===== src/lsu_pkg.sv =====
package lsu_pkg;

    // Byte address as issued by the client
    typedef logic [31:0] addr_t;

    typedef logic [31:0] data_t;

    // One bit per byte lane of a data word
    typedef logic [3:0] byte_en_t;

    // Bit 2 is the unsigned flag, bits 1:0 the access size
    typedef logic [2:0] funct3_t;

    // Access size from funct3[1:0], code 3 unused
    typedef enum logic [1:0] {
        size_byte = 2'd0,
        size_half = 2'd1,
        size_word = 2'd2
    } xfer_size_t;

    typedef struct packed {
        logic    is_store;
        funct3_t funct3;
        addr_t   addr;
        data_t   wdata;
    } lsu_req_t;

    // rdata is zero for stores and faults
    typedef struct packed {
        data_t rdata;
        logic  fault;
    } lsu_rsp_t;

endpackage


===== src/data_ram.sv =====
module data_ram #(
    parameter int RAM_WORDS = 64
) (
    input  logic              clk,
    input  lsu_pkg::addr_t    addr,
    input  logic              we,
    input  lsu_pkg::byte_en_t be,
    input  lsu_pkg::data_t    wdata,
    output lsu_pkg::data_t    rdata
);

    localparam int IDX_W = (RAM_WORDS > 1) ? $clog2(RAM_WORDS) : 1;
    localparam int LANES = $bits(lsu_pkg::byte_en_t);

    lsu_pkg::data_t   mem [RAM_WORDS];
    logic [IDX_W-1:0] word_idx;

    // Upper address bits wrap around the RAM depth
    assign word_idx = IDX_W'((addr >> 2) % RAM_WORDS);

    initial begin
        for (int i = 0; i < RAM_WORDS; i++) begin
            mem[i] = '0;
        end
    end

    always_ff @(posedge clk) begin
        for (int lane = 0; lane < LANES; lane++) begin
            if (we && be[lane]) begin
                mem[word_idx][lane*8 +: 8] <= wdata[lane*8 +: 8];
            end
        end
        // Read-first, a write cycle returns the old word
        rdata <= mem[word_idx];
    end

endmodule


===== src/lsu_ctrl.sv =====
module lsu_ctrl (
    input  logic              clk,
    input  logic              rst,
    input  logic              req_valid,
    output logic              req_ready,
    input  lsu_pkg::lsu_req_t req,
    output logic              rsp_valid,
    input  logic              rsp_ready,
    output lsu_pkg::lsu_rsp_t rsp,
    output lsu_pkg::lsu_req_t cur_req,
    input  lsu_pkg::byte_en_t byte_en,
    input  lsu_pkg::data_t    store_data,
    input  logic              fault,
    input  lsu_pkg::data_t    load_data,
    output logic              ram_we,
    output lsu_pkg::byte_en_t ram_be,
    output lsu_pkg::data_t    ram_wdata
);

    typedef enum logic [1:0] {
        st_idle,
        st_access,
        st_resp
    } state_t;

    state_t state;
    state_t state_next;
    logic   accept;
    logic   rsp_fire;
    logic   rsp_load;

    assign req_ready = (state == st_idle);
    assign accept    = req_valid && req_ready;
    assign rsp_fire  = rsp_valid && rsp_ready;

    // First cycle of st_resp, read word is valid here
    assign rsp_load = (state == st_resp) && !rsp_valid;

    always_comb begin
        state_next = state;
        case (state)
            st_idle: begin
                if (accept) begin
                    state_next = st_access;
                end
            end
            st_access: begin
                state_next = st_resp;
            end
            st_resp: begin
                if (rsp_fire) begin
                    state_next = st_idle;
                end
            end
            default: begin
                state_next = st_idle;
            end
        endcase
    end

    always_ff @(posedge clk) begin
        if (rst) begin
            state     <= st_idle;
            rsp_valid <= 1'b0;
        end else begin
            state <= state_next;
            if (rsp_load) begin
                rsp_valid <= 1'b1;
            end else if (rsp_fire) begin
                rsp_valid <= 1'b0;
            end
        end
    end

    always_ff @(posedge clk) begin
        if (accept) begin
            cur_req <= req;
        end
        if (rsp_load) begin
            rsp.fault <= fault;
            rsp.rdata <= (cur_req.is_store || fault) ? '0 : load_data;
        end
    end

    // Single write cycle, refused accesses never reach the RAM
    assign ram_we    = (state == st_access) && cur_req.is_store && !fault;
    assign ram_be    = ram_we ? byte_en : '0;
    assign ram_wdata = store_data;

    // Response held under back-pressure
    property p_rsp_hold;
        @(posedge clk) disable iff (rst)
            rsp_valid && !rsp_ready |=> rsp_valid && $stable(rsp);
    endproperty
    a_rsp_hold: assert property (p_rsp_hold);

    // RAM writes never overlap a pending response
    property p_we_access;
        @(posedge clk) disable iff (rst)
            ram_we |-> !rsp_valid;
    endproperty
    a_we_access: assert property (p_we_access);

endmodule


===== src/lsu_top.sv =====
module lsu_top #(
    parameter int RAM_WORDS = 64
) (
    input  logic              clk,
    input  logic              rst,
    input  logic              req_valid,
    output logic              req_ready,
    input  lsu_pkg::lsu_req_t req,
    output logic              rsp_valid,
    input  logic              rsp_ready,
    output lsu_pkg::lsu_rsp_t rsp
);

    lsu_pkg::lsu_req_t cur_req;
    lsu_pkg::byte_en_t byte_en;
    lsu_pkg::byte_en_t ram_be;
    lsu_pkg::data_t    store_data;
    lsu_pkg::data_t    load_data;
    lsu_pkg::data_t    ram_wdata;
    lsu_pkg::data_t    rword;
    logic              fault;
    logic              ram_we;

    lsu_ctrl u_ctrl (
        .clk        (clk),
        .rst        (rst),
        .req_valid  (req_valid),
        .req_ready  (req_ready),
        .req        (req),
        .rsp_valid  (rsp_valid),
        .rsp_ready  (rsp_ready),
        .rsp        (rsp),
        .cur_req    (cur_req),
        .byte_en    (byte_en),
        .store_data (store_data),
        .fault      (fault),
        .load_data  (load_data),
        .ram_we     (ram_we),
        .ram_be     (ram_be),
        .ram_wdata  (ram_wdata)
    );

    mem_align u_align (
        .req        (cur_req),
        .rword      (rword),
        .load_data  (load_data),
        .byte_en    (byte_en),
        .store_data (store_data),
        .fault      (fault)
    );

    // Word index comes from the held request address
    data_ram #(
        .RAM_WORDS (RAM_WORDS)
    ) u_ram (
        .clk   (clk),
        .addr  (cur_req.addr),
        .we    (ram_we),
        .be    (ram_be),
        .wdata (ram_wdata),
        .rdata (rword)
    );

endmodule


===== src/mem_align.sv =====
module mem_align (
    input  lsu_pkg::lsu_req_t req,
    input  lsu_pkg::data_t    rword,
    output lsu_pkg::data_t    load_data,
    output lsu_pkg::byte_en_t byte_en,
    output lsu_pkg::data_t    store_data,
    output logic              fault
);

    lsu_pkg::xfer_size_t size;
    logic [1:0]          offset;
    logic                sign_ext;
    lsu_pkg::data_t      lane;
    lsu_pkg::data_t      extended;
    lsu_pkg::byte_en_t   lane_mask;
    logic                misaligned;
    logic                bad_size;
    logic                bad_store;

    assign size     = lsu_pkg::xfer_size_t'(req.funct3[1:0]);
    assign offset   = req.addr[1:0];
    assign sign_ext = ~req.funct3[2];

    // Addressed data moved down to lane 0
    assign lane = rword >> {offset, 3'b000};

    // Load extraction and extension
    always_comb begin
        case (size)
            lsu_pkg::size_byte: begin
                extended = {{24{sign_ext & lane[7]}}, lane[7:0]};
            end
            lsu_pkg::size_half: begin
                extended = {{16{sign_ext & lane[15]}}, lane[15:0]};
            end
            lsu_pkg::size_word: begin
                extended = rword;
            end
            default: begin
                extended = '0;
            end
        endcase
    end

    // Store replication and lane mask
    always_comb begin
        case (size)
            lsu_pkg::size_byte: begin
                store_data = {4{req.wdata[7:0]}};
                lane_mask  = 4'b0001 << offset;
            end
            lsu_pkg::size_half: begin
                store_data = {2{req.wdata[15:0]}};
                lane_mask  = 4'b0011 << offset;
            end
            lsu_pkg::size_word: begin
                store_data = req.wdata;
                lane_mask  = 4'b1111;
            end
            default: begin
                store_data = '0;
                lane_mask  = '0;
            end
        endcase
    end

    // Alignment and encoding checks
    always_comb begin
        misaligned = 1'b0;
        bad_size   = 1'b0;
        case (size)
            lsu_pkg::size_byte: begin
                misaligned = 1'b0;
            end
            lsu_pkg::size_half: begin
                misaligned = offset[0];
            end
            lsu_pkg::size_word: begin
                misaligned = (offset != 2'b00);
            end
            default: begin
                bad_size = 1'b1;
            end
        endcase
    end

    // No unsigned form exists for stores
    assign bad_store = req.is_store & req.funct3[2];

    assign fault     = misaligned | bad_size | bad_store;
    assign byte_en   = fault ? '0 : lane_mask;
    assign load_data = fault ? '0 : extended;

endmodule


===== config.mk =====
export PLATFORM = sky130hd
export DESIGN_NAME = lsu_top
export DESIGN_NICKNAME = d
export VERILOG_FILES = /design/src/lsu_pkg.sv /design/src/data_ram.sv /design/src/lsu_ctrl.sv /design/src/lsu_top.sv /design/src/mem_align.sv
export SDC_FILE = /design/constraint.sdc
export NUM_CORES = 2
export LEC_CHECK = 0
export ABC_CLOCK_PERIOD_IN_PS = 8550
export BUFFER_PORTS_ARGS = -buffer_cell sky130_fd_sc_hd__buf_4
export CORE_AREA = 2 2 323 484
export CTS_CLUSTER_SIZE = 10
export DETAILED_ROUTE_END_ITERATION = 10
export DIE_AREA = 0 0 325 486
export GPL_TIMING_DRIVEN = 1
export PLACE_DENSITY_LB_ADDON = 0.25
export SYNTH_ARGS = -nofsm -noshare
export SYNTH_HDL_FRONTEND = slang
export SYNTH_HIERARCHICAL = 1
export SYNTH_SLANG_ARGS = --single-unit

===== constraint.sdc =====
create_clock -name clk -period 8.55 [get_ports clk]
set_input_delay 0.4275 -clock clk [delete_from_list [all_inputs] [get_ports clk]]
set_output_delay 0.4275 -clock clk [all_outputs]
set_load 0.01 [all_outputs]

# Yosys cells after proc, flatten, opt, wreduce, memory -nomap -nowiden
# Memory sizes are Yosys's and may differ from the RTL's. A register that Yosys moved wholly into a read port is not among the register bits.
# Cells that the tools add are included.
# op_classes
eq_ne,6
shifts,3
muxes,20
bitwise,6
n_reduce_logical,19
# op_table
op,count
one-hot mux 32 bit (3 select lines),2
right shift 32 x 5 -> 16 bit,1
one-hot mux 4 bit (3 select lines),1
two-way mux 1 bit,11
logical AND 1 bit,9
two-way mux 4 bit,2
one-hot mux 2 bit (3 select lines),1
== test 2 x 1 -> 1 bit (second input constant),2
== test 2 bit (second input constant),2
zero test 2 bit,2
two-way mux 2 bit,2
nonzero test 2 bit,2
left shift 1 x 2 -> 4 bit (first input constant),1
left shift 2 x 2 -> 4 bit (first input constant),1
bitwise AND 1 bit,3
OR reduction 3 bit,1
zero test 1 bit,2
!= test 2 x 1 -> 1 bit (second input constant),1
!= test 2 bit (second input constant),1
OR 1 bit,2
one-hot mux 1 bit (2 select lines),1
AND reduction 2 bit,1
OR reduction 2 bit,1
logical OR 1 bit,1
inverter 1 bit,1
# word_totals
register_bits,80
mem_bits_rw,2048
inputBits,72
output_inout_bits,35
word_cells,63
n_memories,1
# mem_list
memory,depth,word_bits,rd,rd_clocked_by_memory_dff,wr,line,text
u_ram.mem,64,32,1,1,1,data_ram.sv:15,lsu_pkg::data_t mem [RAM_WORDS];

# Depth between registers and ports, before layout
# logic_depth
word_depth,11
depth_mapped,12
depth_no_buf,10

# By module
# The synthesis kept the hierarchy.
# by_module_without_submodules
mod,instances,cells_each,area_each_um2,seq_area_each_um2
data_ram,1,4646,79048.3,62139.6
lsu_ctrl,1,188,3662.3,3093.0
mem_align,1,217,1346.3,0.0

# Worst setup path after synthesis
# No wires, ideal clock.
# synth_timing
kind,register -> register
from,register u_ctrl.rsp_valid
to,"register, netlist name u_ctrl/rsp[0]"
setup_ns,0.474
arrival_time_ns,2.891
required_ns,8.076
path_slack_ns,5.185
stages_incl_launch_ff,2
path_buffers,0
period_less_slack_ns,3.365
cell_sequence,dfxtp_1 -> nor3b_1
# synth_between
elab_chain_cells,2
# synth_rtl
item,line,text
"start, declared",lsu_ctrl.sv:7,"output logic rsp_valid,"
"start signal, assigned",lsu_ctrl.sv:64,rsp_valid <= 1'b0;
"start signal, assigned",lsu_ctrl.sv:68,rsp_valid <= 1'b1;
"start signal, assigned",lsu_ctrl.sv:70,rsp_valid <= 1'b0;
zero test 1 bit,lsu_ctrl.sv:37,assign rsp_load = (state == st_resp) && !rsp_valid;
logical AND 1 bit,lsu_ctrl.sv:37,
via u_ctrl.rsp_load,lsu_ctrl.sv:30,logic rsp_load;
# The timed path passes the listed nets, and every way through them passes these cells.
# A chain may end at the register's enable or synchronous reset.

# Worst setup path after layout
# layout_timing
from,"register, netlist name u_ctrl/cur_req[35]"
to,memory u_ram/mem[23][0] in the netlist's numbering (enable)
# layout_rtl
item,line
"end, declared",data_ram.sv:15
# Straight into the memory's write port.

==> run_results.csv <==
group,metric,value,unit
clock_network,clk_latency,0.85,ns
detailed_routing,detail_route.iter0.violations,7196,
logic_synthesis,yosys_warnings,6,
pwr,swShare,23.13,%
pwr,power,22.50,mW
floorplan,core,153500,um2
sta,hold_viol,0,
placement,postPlaceCellArea,85810,um2
sta,grt_setup_unrepaired,"no",
placement,dp_hpwl,148100,um
final_layout,final_cells,7215,
pwr,cellPowerDensity,242.7,nW/um2
global_routing,use_met1,39.17,%
pwr,seq_power_share,53.1,%
pwr,ir_worst_vdd,0.2289,mV
sta,drv_slew,0,
setup_path,cp.arrival,6.07,ns
sta,fin_crit,5.623,ns
sta,fmax,177.8,MHz
detailed_routing,firstDrtPassIters,7,
final_layout,nets,5160,
setup_path,critPathLaunchType,"register",
clock_network,cts.sinks,2160,
detailed_routing,vias,50350,
final_layout,regArea,64510,um2
placement,place_inst,6849,
sta,fin_tns_setup,0,ns
sta,finalClockSkew,0.03115,ns
final_layout,n_fill_cell,11030,
setup_path,required,9.00,ns
min_path,holdCritPathClass,"in2reg",
sta,min_period_over_period,65.77,%
floorplan,initial_core_util,54.30,%
global_routing,met3_usage,6.036,%
setup_path,r2r_setup_slack,2.93,ns
placement,portBuffers,82,
logic_synthesis,netlist_area,83340,um2
floorplan,die-width,325,um
floorplan,die_h,486,um
outcome,status,"completed",
clock_network,ctsHtreeMaxLevel,4,
placement,gp_congestion,0.8982,
clock_network,cts_tree,"yes",
global_routing,grt_pass1_vias,49130,
floorplan,die_area,158000,um2
detailed_routing,wire_per_inst,34.54,um
setup_path,critPathCaptureType,"register",
clock_network,clock_path_buffers,3,
floorplan,ioPinCount,107,
global_routing,antenna_found_initial,7,
detailed_routing,detail-route-antenna-nets,0,
detailed_routing,drc,0,
setup_path,path_class,"reg2reg",
final_layout,drive_gt1_share,12.61,%
sta,whs,0.2955,ns
pwr,power_frac_comb,7.8,%
detailed_routing,drt-total-wl,249200,um
global_routing,grt_util_met2,50.11,%
logic_synthesis,syn-instance-count,5027,
logic_synthesis,synth_nets,5103,
pwr,p_clk_share,39.1,%
clock_network,cts_root_buffer,"clkbuf_16",
clock_network,ctsResizeCount,0,
setup_path,worstPathMaxFanout,37,
global_routing,grt_overflow,0,
sta,worstMarginPinSlew,1.219,ns
clock_network,cts.reportedPaths.clkPinSlew,0.06,ns
floorplan,rows,176,
pwr,switchingPower,5.204,mW
detailed_routing,via_per_inst,6.979,
pwr,p_leak,29.10,nW
final_layout,finalInstanceArea,92700,um2
final_layout,area_growth,11.23,%
logic_synthesis,syn_avg_cell_area,16.58,um2
sta,slew_headroom,18.41,%
final_layout,multiInputGateArea,17070,um2
clock_network,numCtsBuffers,234,
global_routing,grt_usage,31.22,%
global_routing,grt_pass1_wl,353300,um
sta,setup_viol,0,
global_routing,top_usage_layer,"met2",
job,cap_violations,0,
global_routing,grt_max_degree,116,
pwr,intPower,17.30,mW
[worst paths after layout]
path | endpoint | startpoint | depth (start not counted)
setup reg to reg | u_ram/mem[23][0]$_DFFE_PP_ | u_ctrl/cur_req[35]$_DFFE_PP_ | 6
hold reg to reg | u_ctrl/state[1]$_SDFFE_PP0P_ | u_ctrl/state[1]$_SDFFE_PP0P_ | 2
hold / removal | u_ctrl/state[0]$_SDFFE_PP0P_ | rst | 3
setup / recovery | u_ram/mem[23][0]$_DFFE_PP_ | u_ctrl/cur_req[35]$_DFFE_PP_ | 6
[timing repair]
| item | CTS | global route |
|---|---|---|
| hold buffers | 46 | 0 |
| buffers inserted | 0 | 0 |
| endpoints found under the hold margin | 47 | 0 |
[metal layers]
metal	share of wire [%]	vias to the layer above
met5	0.0092	-
met4	7.5	4
met3	11	754
met2	48	3579
met1	34	25460
li1	-	20550
[cells in the final DEF, fill, tap and decap left out, types with 42 or more instances in the layout]
master,instances
mux2_2,83
nor2_1,521
o21ai_0,106
clkbuf_1,64
clkbuf_16,239
buf_4,196
mux4_2,42
nor3_1,54
a21oi_1,75
mux2i_1,95
dlygate4sd3_1,46
a221oi_1,493
o22ai_1,136
a22oi_1,321
edfxtp_1,2125
nand2_1,135
[metrics by stage]
stage / util [%] / worst slack, ns
final: 60.39 / 2.927
after global routing: 60.38 / 3.276
after CTS: 60.38 / 3.358
after detailed placement: 55.91 / 3.382
after global placement: 55.91 / 3.296
after floorplan: - / 5.185
[critical path, stage by stage, from the launching register on]
cell      delay [ns]
edfxtp_1        0.57
buf_4           0.63
nand2_1         0.84
buf_4           0.54
nor2_1          0.96
nand2_1         0.78
nor2_1          0.86
[state kept, by name (all words and copies together), names as in the netlist]
register          cells
u_ram/mem          2048
u_ram/rdata          32
u_ctrl/rsp           33
u_ctrl/cur_req       44
u_ctrl/state          2
u_ctrl/rsp_valid      1
[power by group through the flow]
| stage | Sequential, mW | Clock, mW | Combinational (mW) |
|---|---|---|---|
| finish | 11.9 | 8.80 | 1.76 |
| global route | 11.9 | 9.23 | 1.82 |
| CTS | 11.9 | 8.84 | 1.72 |
| detailed placement | 12.2 | 0 | 1.70 |
| global placement | 12.2 | 0 | 1.67 |
| floorplan | 12.1 | 0 | 0.955 |
[area by class of cell]
type	instances	share of cell area [%]
sequential	2160	69.60
multi-input combinational	2431	18.42
clock buffer	303	6.711
tap	2047	2.763
timing repair buffer	250	2.257
clock inverter	11	0.1998
inverter	7	0.04184
antenna	6	0.01620
(Power assumes the default switching activity.)
